<file path="config.mk">
export PLATFORM = sky130hd
export DESIGN_NAME = icache_top
export DESIGN_NICKNAME = d
export VERILOG_FILES = /design/src/icache_pkg.sv /design/src/icache_hit_check.sv /design/src/icache_lookup.sv /design/src/icache_refill.sv /design/src/icache_top.sv /design/src/sdp_mem.sv
export VERILOG_INCLUDE_DIRS = /design/src /design/src/src
export SDC_FILE = /design/constraint.sdc
export NUM_CORES = 2
export LEC_CHECK = 0
export ABC_AREA = 1
export CAP_MARGIN = 0
export CELL_PAD_IN_SITES_DETAIL_PLACEMENT = 1
export CELL_PAD_IN_SITES_GLOBAL_PLACEMENT = 2
export CORE_MARGIN = 2
export CORE_UTILIZATION = 45
export CTS_BUF_LIST = sky130_fd_sc_hd__clkbuf_8
export DETAILED_ROUTE_END_ITERATION = 6
export DONT_BUFFER_PORTS = 1
export PLACE_DENSITY = 0.76
export SYNTH_ARGS = -nofsm -noshare
export SYNTH_HDL_FRONTEND = slang
export SYNTH_SLANG_ARGS = --single-unit
</file>
<file path="constraint.sdc">
create_clock -name clk_i -period 24.9 [get_ports clk_i]
set_clock_uncertainty 0.15 [all_clocks]
set_input_delay 3.735 -clock clk_i [delete_from_list [all_inputs] [get_ports clk_i]]
set_output_delay 3.735 -clock clk_i [all_outputs]
set_load 0.005 [all_outputs]
</file>
<file path="src/icache_settings.svh">
// Size settings for the instruction cache.
// Include wherever the address, word or line widths are needed.

`ifndef ICACHE_SETTINGS_SVH
`define ICACHE_SETTINGS_SVH

// word address and word widths
`define ICACHE_ADDR_W    16
`define ICACHE_DATA_W    32

// 4 words per line, 8 sets
`define ICACHE_OFFSET_W  2
`define ICACHE_SETS_LOG2 3

// derived widths
`define ICACHE_LINE_W ((1 << `ICACHE_OFFSET_W) * `ICACHE_DATA_W)
`define ICACHE_TAG_W  (`ICACHE_ADDR_W - `ICACHE_SETS_LOG2 - `ICACHE_OFFSET_W)

`endif

</file>
<file path="src/icache_pkg.sv">
// Types shared by the instruction cache stages.
// Compile before any cache module; modules import it inside their bodies.

`include "icache_settings.svh"

package icache_pkg;

    // word address split as the cache sees it
    typedef struct packed {
        logic [`ICACHE_TAG_W-1:0]     tag;
        logic [`ICACHE_SETS_LOG2-1:0] index;
        logic [`ICACHE_OFFSET_W-1:0]  offset;
    } fetch_fields_t;

    // one fetch address, flat or decoded
    typedef union packed {
        logic [`ICACHE_ADDR_W-1:0] raw;
        fetch_fields_t             fields;
    } fetch_addr_u;

    // a cache line, word 0 in the low bits
    typedef logic [(1 << `ICACHE_OFFSET_W)-1:0][`ICACHE_DATA_W-1:0] line_t;

    // one of the two ways
    typedef logic way_t;

endpackage

</file>
<file path="src/icache_hit_check.sv">
// Cache stage 2: hit decision, word select and miss handling.
// On a miss the CPU port stalls, a line fetch starts, and the refill
// cycle writes the victim way and acks with the requested word.

`timescale 1ns/1ps
`include "icache_settings.svh"

module icache_hit_check (
    input  logic                               clk_i,
    input  logic                               rstn_i,

    input  logic                               req_valid_i,
    input  icache_pkg::fetch_addr_u            req_addr_i,
    input  logic [1:0]                         way_valid_i,
    input  logic [1:0][`ICACHE_TAG_W-1:0]      way_tag_i,
    input  icache_pkg::line_t [1:0]            way_line_i,
    input  logic                               line_ready_i,
    input  icache_pkg::line_t                  refill_line_i,

    output logic                               cpu_ack_o,
    output logic [`ICACHE_DATA_W-1:0]          cpu_dat_o,
    output logic                               cpu_stall_o,

    output logic                               fetch_start_o,

    output logic [1:0]                         valid_we_o,
    output logic [`ICACHE_SETS_LOG2-1:0]       wr_index_o,
    output logic [`ICACHE_TAG_W-1:0]           wr_tag_o,
    output icache_pkg::line_t                  wr_line_o
);

    import icache_pkg::*;

    localparam int unsigned NUM_SETS = 1 << `ICACHE_SETS_LOG2;

    enum logic [1:0] {RUNNING, WAIT_MEMORY, REFILL} state_q, state_d;

    logic [1:0]          match;     // per-way tag hit
    logic                hit;
    logic                miss;
    way_t                hit_way;
    way_t                victim;
    logic [NUM_SETS-1:0] age_q;     // points at the next way to replace

    // hit decision
    // **************************************************
    for (genvar w = 0; w < 2; w++) begin : g_match
        assign match[w] = way_valid_i[w] & (way_tag_i[w] == req_addr_i.fields.tag);
    end

    // lowest matching way wins
    always_comb begin
        hit_way = way_t'(1'b0);
        for (int w = 1; w >= 0; w--) begin
            if (match[w]) begin
                hit_way = way_t'(w);
            end
        end
    end

    assign hit  = req_valid_i & (|match);
    assign miss = req_valid_i & ~(|match) & (state_q == RUNNING);

    assign victim = age_q[req_addr_i.fields.index];

    // miss / refill FSM
    // **************************************************
    always_ff @(posedge clk_i) begin
        if (!rstn_i) begin
            state_q <= RUNNING;
        end else begin
            state_q <= state_d;
        end
    end

    always_comb begin
        state_d = state_q;
        unique case (state_q)
            RUNNING: begin
                if (miss) begin
                    state_d = WAIT_MEMORY;
                end
            end
            WAIT_MEMORY: begin
                if (line_ready_i) begin
                    state_d = REFILL;  // line captured on this edge
                end
            end
            REFILL: begin
                state_d = RUNNING;
            end
            default: begin
                state_d = RUNNING;
            end
        endcase
    end

    // age bits flip to the other way after each refill
    always_ff @(posedge clk_i) begin
        if (!rstn_i) begin
            age_q <= '0;
        end else if (state_q == REFILL) begin
            age_q[req_addr_i.fields.index] <= ~victim;
        end
    end

    // CPU port, early restart in REFILL
    assign cpu_stall_o   = (state_q != RUNNING) | miss;
    assign cpu_ack_o     = (state_q == REFILL) | ((state_q == RUNNING) & hit);
    assign cpu_dat_o     = (state_q == REFILL) ? refill_line_i[req_addr_i.fields.offset]
                                               : way_line_i[hit_way][req_addr_i.fields.offset];
    assign fetch_start_o = miss;  // one cycle, FSM leaves RUNNING

    // store writes go to the victim way
    always_comb begin
        valid_we_o         = '0;
        valid_we_o[victim] = (state_q == REFILL);
    end

    assign wr_index_o = req_addr_i.fields.index;
    assign wr_tag_o   = req_addr_i.fields.tag;
    assign wr_line_o  = refill_line_i;

endmodule

</file>
<file path="src/icache_lookup.sv">
// Cache stage 1: accepts CPU fetch requests and reads both ways.
// Tag, line and valid bits come out one cycle after acceptance,
// together with the registered request address.

`timescale 1ns/1ps
`include "icache_settings.svh"

module icache_lookup (
    input  logic                               clk_i,
    input  logic                               rstn_i,

    input  logic                               cpu_cyc_i,
    input  logic                               cpu_stb_i,
    input  logic [`ICACHE_ADDR_W-1:0]          cpu_adr_i,
    input  logic                               stall_i,

    input  logic [1:0]                         valid_we_i,
    input  logic [`ICACHE_SETS_LOG2-1:0]       wr_index_i,
    input  logic [`ICACHE_TAG_W-1:0]           wr_tag_i,
    input  icache_pkg::line_t                  wr_line_i,

    output logic                               req_valid_o,
    output icache_pkg::fetch_addr_u            req_addr_o,
    output logic [1:0]                         way_valid_o,
    output logic [1:0][`ICACHE_TAG_W-1:0]      way_tag_o,
    output icache_pkg::line_t [1:0]            way_line_o
);

    import icache_pkg::*;

    localparam int unsigned NUM_SETS = 1 << `ICACHE_SETS_LOG2;

    fetch_addr_u                  cpu_addr;   // incoming address, decoded
    logic                         accept;
    logic                         req_valid_q;
    fetch_addr_u                  req_addr_q;
    logic [1:0][NUM_SETS-1:0]     valid_q;    // one valid bit per way and set
    logic [1:0]                   valid_rd_q;

    assign cpu_addr.raw = cpu_adr_i;
    assign accept       = cpu_cyc_i & cpu_stb_i & ~stall_i;

    // request registers
    // **************************************************
    always_ff @(posedge clk_i) begin
        if (!rstn_i) begin
            req_valid_q <= 1'b0;
        end else begin
            req_valid_q <= accept;  // decided next cycle
        end
    end

    always_ff @(posedge clk_i) begin
        if (accept) begin
            req_addr_q <= cpu_addr;
        end
    end

    // valid bits, cleared by reset and set on refill
    always_ff @(posedge clk_i) begin
        if (!rstn_i) begin
            valid_q    <= '0;
            valid_rd_q <= '0;
        end else begin
            for (int w = 0; w < 2; w++) begin
                if (accept) begin
                    valid_rd_q[w] <= valid_q[w][cpu_addr.fields.index];
                end
                if (valid_we_i[w]) begin
                    valid_q[w][wr_index_i] <= 1'b1;
                end
            end
        end
    end

    // tag and data stores
    // **************************************************
    for (genvar w = 0; w < 2; w++) begin : g_way
        sdp_mem #(.DW(`ICACHE_TAG_W), .AW(`ICACHE_SETS_LOG2)) tag_mem_i (
            .clk_i     (clk_i),
            .rd_en_i   (accept),
            .rd_addr_i (cpu_addr.fields.index),
            .rd_data_o (way_tag_o[w]),
            .wr_en_i   (valid_we_i[w]),
            .wr_addr_i (wr_index_i),
            .wr_data_i (wr_tag_i)
        );

        sdp_mem #(.DW(`ICACHE_LINE_W), .AW(`ICACHE_SETS_LOG2)) data_mem_i (
            .clk_i     (clk_i),
            .rd_en_i   (accept),
            .rd_addr_i (cpu_addr.fields.index),
            .rd_data_o (way_line_o[w]),
            .wr_en_i   (valid_we_i[w]),
            .wr_addr_i (wr_index_i),
            .wr_data_i (wr_line_i)
        );
    end

    assign req_valid_o = req_valid_q;
    assign req_addr_o  = req_addr_q;
    assign way_valid_o = valid_rd_q;

endmodule

</file>
<file path="src/icache_refill.sv">
// Memory-side Wishbone master of the instruction cache.
// Issues one 128-bit line read per fetch_start and holds the line.

`timescale 1ns/1ps
`include "icache_settings.svh"

module icache_refill (
    input  logic                                        clk_i,
    input  logic                                        rstn_i,

    input  logic                                        fetch_start_i,
    input  icache_pkg::fetch_addr_u                     fetch_addr_i,

    input  logic                                        mem_stall_i,
    input  logic                                        mem_ack_i,
    input  logic [`ICACHE_LINE_W-1:0]                   mem_dat_i,
    output logic                                        mem_cyc_o,
    output logic                                        mem_stb_o,
    output logic [`ICACHE_ADDR_W-`ICACHE_OFFSET_W-1:0]  mem_adr_o,

    output logic                                        line_ready_o,
    output icache_pkg::line_t                           refill_line_o
);

    enum logic [1:0] {IDLE, STROBE, WAIT_ACK} state_q, state_d;

    always_ff @(posedge clk_i) begin
        if (!rstn_i) begin
            state_q <= IDLE;
        end else begin
            state_q <= state_d;
        end
    end

    always_comb begin
        state_d = state_q;
        unique case (state_q)
            IDLE:     if (fetch_start_i) state_d = STROBE;
            STROBE: begin
                if (mem_ack_i) begin
                    state_d = IDLE;        // ack together with the strobe
                end else if (!mem_stall_i) begin
                    state_d = WAIT_ACK;
                end
            end
            WAIT_ACK: if (mem_ack_i) state_d = IDLE;
            default:  state_d = IDLE;
        endcase
    end

    // line address and returned line
    always_ff @(posedge clk_i) begin
        if (state_q == IDLE && fetch_start_i) begin
            mem_adr_o <= {fetch_addr_i.fields.tag, fetch_addr_i.fields.index};
        end
        if (line_ready_o) begin
            refill_line_o <= mem_dat_i;
        end
    end

    assign mem_cyc_o    = (state_q != IDLE);    // held until ack
    assign mem_stb_o    = (state_q == STROBE);  // held through stall
    assign line_ready_o = mem_cyc_o & mem_ack_i;

endmodule

</file>
<file path="src/icache_top.sv">
// Top level of the 2-way set-associative instruction cache.
// CPU fetch port is a pipelined Wishbone slave, memory port a master
// reading whole 128-bit lines.

`timescale 1ns/1ps
`include "icache_settings.svh"

module icache_top (
    input  logic                                        clk_i,
    input  logic                                        rstn_i,

    // CPU fetch port
    input  logic                                        cpu_cyc_i,
    input  logic                                        cpu_stb_i,
    input  logic [`ICACHE_ADDR_W-1:0]                   cpu_adr_i,
    output logic                                        cpu_stall_o,
    output logic                                        cpu_ack_o,
    output logic [`ICACHE_DATA_W-1:0]                   cpu_dat_o,

    // memory port
    output logic                                        mem_cyc_o,
    output logic                                        mem_stb_o,
    output logic [`ICACHE_ADDR_W-`ICACHE_OFFSET_W-1:0]  mem_adr_o,
    input  logic                                        mem_stall_i,
    input  logic                                        mem_ack_i,
    input  logic [`ICACHE_LINE_W-1:0]                   mem_dat_i
);

    import icache_pkg::*;

    logic                              req_valid;
    fetch_addr_u                       req_addr;
    logic [1:0]                        way_valid;
    logic [1:0][`ICACHE_TAG_W-1:0]     way_tag;
    line_t [1:0]                       way_line;
    logic [1:0]                        valid_we;
    logic [`ICACHE_SETS_LOG2-1:0]      wr_index;
    logic [`ICACHE_TAG_W-1:0]          wr_tag;
    line_t                             wr_line;
    logic                              fetch_start;
    logic                              line_ready;
    line_t                             refill_line;

    icache_lookup lookup_i (
        .clk_i       (clk_i),
        .rstn_i      (rstn_i),
        .cpu_cyc_i   (cpu_cyc_i),
        .cpu_stb_i   (cpu_stb_i),
        .cpu_adr_i   (cpu_adr_i),
        .stall_i     (cpu_stall_o),  // same stall the CPU sees
        .valid_we_i  (valid_we),
        .wr_index_i  (wr_index),
        .wr_tag_i    (wr_tag),
        .wr_line_i   (wr_line),
        .req_valid_o (req_valid),
        .req_addr_o  (req_addr),
        .way_valid_o (way_valid),
        .way_tag_o   (way_tag),
        .way_line_o  (way_line)
    );

    icache_hit_check hit_check_i (
        .clk_i         (clk_i),
        .rstn_i        (rstn_i),
        .req_valid_i   (req_valid),
        .req_addr_i    (req_addr),
        .way_valid_i   (way_valid),
        .way_tag_i     (way_tag),
        .way_line_i    (way_line),
        .line_ready_i  (line_ready),
        .refill_line_i (refill_line),
        .cpu_ack_o     (cpu_ack_o),
        .cpu_dat_o     (cpu_dat_o),
        .cpu_stall_o   (cpu_stall_o),
        .fetch_start_o (fetch_start),
        .valid_we_o    (valid_we),
        .wr_index_o    (wr_index),
        .wr_tag_o      (wr_tag),
        .wr_line_o     (wr_line)
    );

    icache_refill refill_i (
        .clk_i         (clk_i),
        .rstn_i        (rstn_i),
        .fetch_start_i (fetch_start),
        .fetch_addr_i  (req_addr),
        .mem_stall_i   (mem_stall_i),
        .mem_ack_i     (mem_ack_i),
        .mem_dat_i     (mem_dat_i),
        .mem_cyc_o     (mem_cyc_o),
        .mem_stb_o     (mem_stb_o),
        .mem_adr_o     (mem_adr_o),
        .line_ready_o  (line_ready),
        .refill_line_o (refill_line)
    );

endmodule

</file>
<file path="src/sdp_mem.sv">
// Simple dual-port RAM with one write port and one registered read port.
// Used for the tag and data stores of each cache way.

`timescale 1ns/1ps

module sdp_mem #(
    parameter int unsigned DW = 32,  // word width
    parameter int unsigned AW = 3    // address width
) (
    input  logic          clk_i,

    input  logic          rd_en_i,
    input  logic [AW-1:0] rd_addr_i,
    output logic [DW-1:0] rd_data_o,

    input  logic          wr_en_i,
    input  logic [AW-1:0] wr_addr_i,
    input  logic [DW-1:0] wr_data_i
);

    logic [DW-1:0] mem [2**AW];

    initial begin
        for (int i = 0; i < 2**AW; i++) begin
            mem[i] = '0;  // clean contents at start
        end
    end

    always_ff @(posedge clk_i) begin
        if (rd_en_i) begin
            rd_data_o <= mem[rd_addr_i];  // read holds when not enabled
        end
        if (wr_en_i) begin
            mem[wr_addr_i] <= wr_data_i;
        end
    end

endmodule

</file>
# Word level (Yosys, flattened, before mapping)
# Memories as Yosys holds them, arrays and structs flattened. A register that Yosys moved wholly into a read port is not among the register bits.
# Index checks and enable logic that the tools add are counted.
[op_classes] eq_ne=11 reduce_logical=10 magnitude_cmp=7 mux=31 bitwise_logic=17
[op_table] op="2-to-1 mux 128 bit" count=2
[op_table] op="binary-select mux 32 bit (select 2 bit)" count=2
[op_table] op="2-to-1 mux 32 bit" count=3
[op_table] op="== test 11 bit" count=2
[op_table] op="bitwise OR 8 bit" count=2
[op_table] op="2-to-1 mux 1 bit" count=11
[op_table] op="2-to-1 mux 2 bit" count=5
[op_table] op="bitwise AND 1 bit" count=9
[op_table] op="binary-select mux 1 bit (select 3 bit)" count=3
[op_table] op="bitwise mux 8 bit" count=1
[op_table] op="less-than comparator 3 x 4 -> 1 bit, second input constant" count=2
[op_table] op="case mux 2 bit (3 select lines)" count=1
[op_table] op="== test 2 x 1 -> 1 bit, second input constant" count=2
[op_table] op="== test 2 bit, second input constant" count=2
[op_table] op="logical NOT 2 bit" count=2
[op_table] op="less-than comparator 1 x 2 -> 1 bit, second input constant" count=2
[op_table] op="!= test 2 x 1 -> 1 bit, second input constant" count=2
[op_table] op="!= test 2 bit, second input constant" count=2
[op_table] op="case mux 2 bit (2 select lines)" count=1
[op_table] op="nonzero test 2 bit" count=2
[op_table] op="demux 1 bit (select 3 bit)" count=1
[op_table] op="greater-or-equal comparator 3 x 1 -> 1 bit, second input constant" count=1
[op_table] op="logical AND 1 bit" count=3
[op_table] op="less-than comparator 2 x 3 -> 1 bit, second input constant" count=1
[op_table] op="9 further kinds" count=12
[totals] out_inout_bits=50 mem_count=4 regBits=189 wordCells=93 ramBits=2224
[memory_table] memory="lookup_i.g_way[0].data_mem_i.mem" words=8 word_bits=128 rd=1 rd_clocked_by_memory_dff=1 wr=1 line="sdp_mem.sv:21" text="logic [DW-1:0] mem [2**AW];"
[memory_table] memory="lookup_i.g_way[1].data_mem_i.mem" words=8 word_bits=128 rd=1 rd_clocked_by_memory_dff=1 wr=1 line="sdp_mem.sv:21"
[memory_table] memory="lookup_i.g_way[0].tag_mem_i.mem" words=8 word_bits=11 rd=1 rd_clocked_by_memory_dff=1 wr=1 line="sdp_mem.sv:21"
[memory_table] memory="lookup_i.g_way[1].tag_mem_i.mem" words=8 word_bits=11 rd=1 rd_clocked_by_memory_dff=1 wr=1 line="sdp_mem.sv:21"

# Logic depth before layout (Yosys ltp)
[logic_depth] depth_word=9 mapped_depth=16

# Modules after synthesis
# A second synthesis with hierarchy kept.
[unflattened] cells_unflattened=11602 area_unflattened_um2=117674.1
[by_module_without_submodules] module="sdp_mem (lookup_i.g_way[0].data_mem_i ...)" seq_area_each_um2=34593.2 area_per_inst_um2=48358.9 instances=2 cells_per_inst=4570
[by_module_without_submodules] module="sdp_mem (lookup_i.g_way[0].tag_mem_i ...)" seq_area_each_um2=2972.9 area_per_inst_um2=4249.1 instances=2 cells_per_inst=409
[by_module_without_submodules] module="icache_hit_check" seq_area_each_um2=200.2 area_per_inst_um2=6731.5 instances=1 cells_per_inst=1344
[by_module_without_submodules] module="icache_refill" seq_area_each_um2=4304.1 area_per_inst_um2=4390.5 instances=1 cells_per_inst=160
[by_module_without_submodules] module="icache_lookup" seq_area_each_um2=860.8 area_per_inst_um2=1336.3 instances=1 cells_per_inst=140

# Least setup slack after synthesis
# OpenSTA, ideal clock, no wires.
[synth_path] path_kind="input-to-reg" from="input port cpu_cyc_i" to="register lookup_i.g_way[0].data_mem_i.rd_data_o[0] (read register of lookup_i.g_way[0].data_mem_i.mem) (enable)" t_arrival_ns=9.650 path_buffers=0 required_ns=24.107 path_stages=4 slack_ns=14.457 setup_time_ns=0.643 cell_sequence="nand2_1 inv_1 nand3_1 inv_1"
[synth_between] elab_chain_len=2
[synth_rtl] element="start, declared" line="icache_top.sv:13" text="input logic cpu_cyc_i,"
[synth_rtl] element="bitwise AND 1 bit (2 in series)" line="icache_lookup.sv:41" text="assign accept = cpu_cyc_i & cpu_stb_i & ~stall_i;"
[synth_rtl] element="via lookup_i.accept" line="icache_lookup.sv:34" text="logic accept;"
[synth_rtl] element="end, declared" line="sdp_mem.sv:14" text="output logic [DW-1:0] rd_data_o,"
# The timed path passes the listed nets, and every way through them passes these cells.
# A chain may end at the register's enable or synchronous reset.

# Final worst setup path
[layout_path] from="register lookup_i.req_addr_q, in the netlist lookup_i.req_addr_o[6]" to="output port cpu_dat_o[5]"
[layout_between] elab_chain_len=9 word_cells_on_any_way=11
[layout_rtl] element="start, declared" line="icache_lookup.sv:36" text="fetch_addr_u req_addr_q;"
[layout_rtl] element="start signal, assigned" line="icache_lookup.sv:55" text="req_addr_q <= cpu_addr;"
[layout_rtl] element="== test 11 bit" line="icache_hit_check.sv:48" text="assign match[w] = way_valid_i[w] & (way_tag_i[w] == req_addr_i.fields.tag);"
[layout_rtl] element="bitwise AND 1 bit" line="icache_hit_check.sv:48"
[layout_rtl] element="2-to-1 mux 1 bit" line="icache_hit_check.sv:55" text="if (match[w]) begin"
[layout_rtl] element="2-to-1 mux 1 bit *" line="icache_hit_check.sv:55"
[layout_rtl] element="2-to-1 mux 128 bit (implied by the code) * (2 in series)" line="icache_hit_check.sv:111" text=": way_line_i[hit_way][req_addr_i.fields.offset];"
[layout_rtl] element="binary-select mux 32 bit (select 2 bit) *" line="icache_hit_check.sv:111"
[layout_rtl] element="2-to-1 mux 32 bit (implied by the code) *" line="icache_hit_check.sv:111"
[layout_rtl] element="2-to-1 mux 32 bit *" line="icache_hit_check.sv:110" text="assign cpu_dat_o = (state_q == REFILL) ? refill_line_i[req_addr_i.fields.offset]"
[layout_rtl] element="end, declared" line="icache_top.sv:18" text="output logic [`ICACHE_DATA_W-1:0] cpu_dat_o,"
# Mark *: on every way between the ends. The rest lies on a longest branch, timed or not. The select of a mux whose other input is x is not followed.

==> flow_summary.toml <==
[status]
outcome = "finished with violations"
violations = "slew limit"

[global_route]
grt_usage_pct = 28.8
antenna_found_initial = 42
overflow = 0
grt_pass1_wl_mm = 494
grt_max_degree = 1124
grt_pass1_vias = 68500

[yosys]
ys_types = 29
yosysWarnings = 0
syn_nets = 8178
synth-seq-area-share_pct = 77.0
synth_seq_cells = 2691
muxShareOfSynthArea_pct = 0
synth_cells = 8028
yosys-top-cells-area = "edfxtp_1 76%, nor2_1 7.2%, o21ai_0 5.6%, o22ai_1 1.8%, a31oi_1 1.7%"
synthXorXnorAreaFrac_pct = 0.0168
synth-simple-area-share_pct = 10.2
synth_common_cells = "2,660 x edfxtp_1, 2,018 x nor2_1, 1,161 x o21ai_0, 327 x nand3_1, 319 x clkbuf_1"
yosys.area.top_type_share_pct = 76.4
yosysMostFrequentCell = "edfxtp_1"
synth_ff_type = "edfxtp_1"
synth_edf_count = 2660
synth_top_cell_by_area = "edfxtp_1"
async_reset_ff_share_pct = 0
synth_top_family_by_area = "simple AND/OR/NAND/NOR gates"
syn-cell-area_sq_um = 105000
syn_area_per_cell_sq_um = 13.0
synth_adder_area_share_pct = 0
synth_compound_area_share_pct = 9.49

[route]
final_antenna_net_count = 0
drc_errors = 0
drt_first_pass_iters = 5
wire_per_inst_um = 30.1
wl_mm = 345
viasPerCell = 5.96
drtIter0Drc = 7568
vias = 68400

[critical_path]
end_kind = "output port"
crit_required_ps = 21010
arrival_ps = 5760
crit_fanout = 52
worstSetupStartpointType = "register"
crit_type = "register to output port"

[sta]
rsz0062_at_grt = "no"
period_minus_slack_ps = 9640
relSlewSlack_pct = -36.5
period_share_pct = 38.7
fmax_mhz = 104
finalMaxSlewViolations = 503
setup-tns-final_ps = 0
hold_viol = 0
worstMarginPinSlew_ps = 2050
setup_violations = 0

[place]
place_hpwl_mm = 182
io_buffers = 0
dpl_cell_area_sq_um = 107000
place_congestion = 0.887
dpl.cell_count = 10700

[hold_path]
hold_class = "register to register"

[layout]
final_cell_area_sq_um = 115000
nets = 8248
drive_above_1_share_pct = 8.02
instances_no_fill = 11500
area_growth_pct = 10.3

[die]
die_x_um = 486
die_h_um = 486
core-area_sq_um = 231000
start_util_pct = 45.4
die-area_sq_um = 236000
ios = 200
num_rows = 176

[pwr]
p_per_area_nw_per_um2 = 77.1
ir_worst_vdd_uv = 51.4
leakage_uw = 0.0386

[clocking]
holdBufCountCts = 0
cts_resized = 0
cts_buffer_depth = 4
clock_latency_ps = 1120
clk_pin_slew_ps = 60
root_buffer = "clkbuf_8"
numCtsBuffers = 457
cts.sinks = 2691
cts_tree = "yes"
cts-htree-levels = 5
post_cts_buffers = 0

[flow_run]
maxCapViolations = 0
==> cells in the final DEF (no fill, tap or decap), types with 32 or more instances in the layout <==
| cell | synthesis | routed |
|---|---|---|
| nor2_1 | 2018 | 2009 |
| nand3b_1 | 32 | 32 |
| a31oi_1 | 278 | 278 |
| o22ai_1 | 293 | 293 |
| clkinv_1 | 2 | 121 |
| o21ai_0 | 1161 | 1161 |
| a21oi_1 | 52 | 51 |
| nand2_1 | 308 | 306 |
| inv_1 | 279 | 445 |
| edfxtp_1 | 2660 | 2660 |
| clkbuf_8 | 0 | 460 |
| nand3_1 | 327 | 327 |
| buf_4 | 20 | 119 |
==> routing by layer <==
layer	up-vias	GRT usage, %	share of wire [%]
li1	29300	-	-
met1	35600	40.2	42
met2	2778	45.5	47
met3	695	3.99	6.6
met4	4	12.3	4.6
met5	-	0	0.0078
==> power breakdown <==
| group | total, uW | switching [uW] | leakage (uW) | internal, uW |
|---|---|---|---|---|
| Clock | 3500 | 1780 | 0.00461 | 1720 |
| Combinational | 389 | 288 | 0.00972 | 101 |
| Sequential | 5010 | 29.0 | 0.0242 | 4980 |
| Total | 8900 | 2090 | 0.0386 | 6800 |
==> sequential cells by signal (all words and copies together) (netlist names) <==
register                             flops
lookup_i.g_way.tag_mem_i.mem           176
lookup_i.req_valid_o                     1
lookup_i.way_valid_o                     2
refill_i.mem_adr_o                      14
refill_i.state_q                         2
lookup_i.req_addr_o                     16
lookup_i.g_way.data_mem_i.rd_data_o    256
hit_check_i.state_q                      2
refill_i.refill_line_o                 128
lookup_i.g_way.tag_mem_i.rd_data_o      22
lookup_i.g_way.data_mem_i.mem         2048
lookup_i.valid_q                        16
hit_check_i.age_q                        8
==> layout make-up <==
type	instances	area, sq um
Antenna cell	11	27.5
Timing Repair Buffer	139	1320
Tap cell	3026	3790
Inverter	291	1180
Clock buffer	460	6330
Sequential cell	2691	80500
Clock inverter	338	1440
Multi-Input combinational cell	4518	20700
Fill cell	23200	115000
==> per-stage QoR <==
step	setup WS [ps]	total power [uW]	util, %	hold slack [ps]
3_3_place_gp	16000	5440	46.6	291
3_5_place_dp	16050	5450	46.6	297
2_1_floorplan	14460	5340	-	281
4_1_cts	15280	8920	50.0	306
5_1_grt	15050	9170	50.0	324
6_report	15260	8900	50.0	306
==> final timing paths <==
kind	end	from	slack, ps	depth (start not counted)
worst max register to register	lookup_i.g_way[0].data_mem_i.rd_data_o[80]$_DFFE_PP_	lookup_i.req_addr_o[6]$_DFFE_PP_	18810	14
worst min register to register	lookup_i.valid_q[11]$_SDFFE_PN0P_	lookup_i.valid_q[11]$_SDFFE_PN0P_	310	2
worst min-delay path	lookup_i.valid_q[11]$_SDFFE_PN0P_	lookup_i.valid_q[11]$_SDFFE_PN0P_	310	2
worst max-delay path	cpu_dat_o[5]	lookup_i.req_addr_o[6]$_DFFE_PP_	15260	15
==> critical path: stages (launching register included) <==
cell and delay (ps):
edfxtp_1 790, inv_1 140, nand2_1 90, o21ai_1 60, nor2_1 100, nand3_1 150, nor2_4 130, buf_4 540
nand2_4 560, buf_6 480, buf_16 340, nand2_1 150, nand3_1 260, nand3_1 320, nand3_1 120, nand2_1 310
==> cell families after synthesis <==
logic type / count (synthesis)
xor+xnor: 2
simple gates: 2700
flops: 2691
buf+inv: 819
compound gates: 1816
Note: power is estimated with default switching activity, not from simulation.
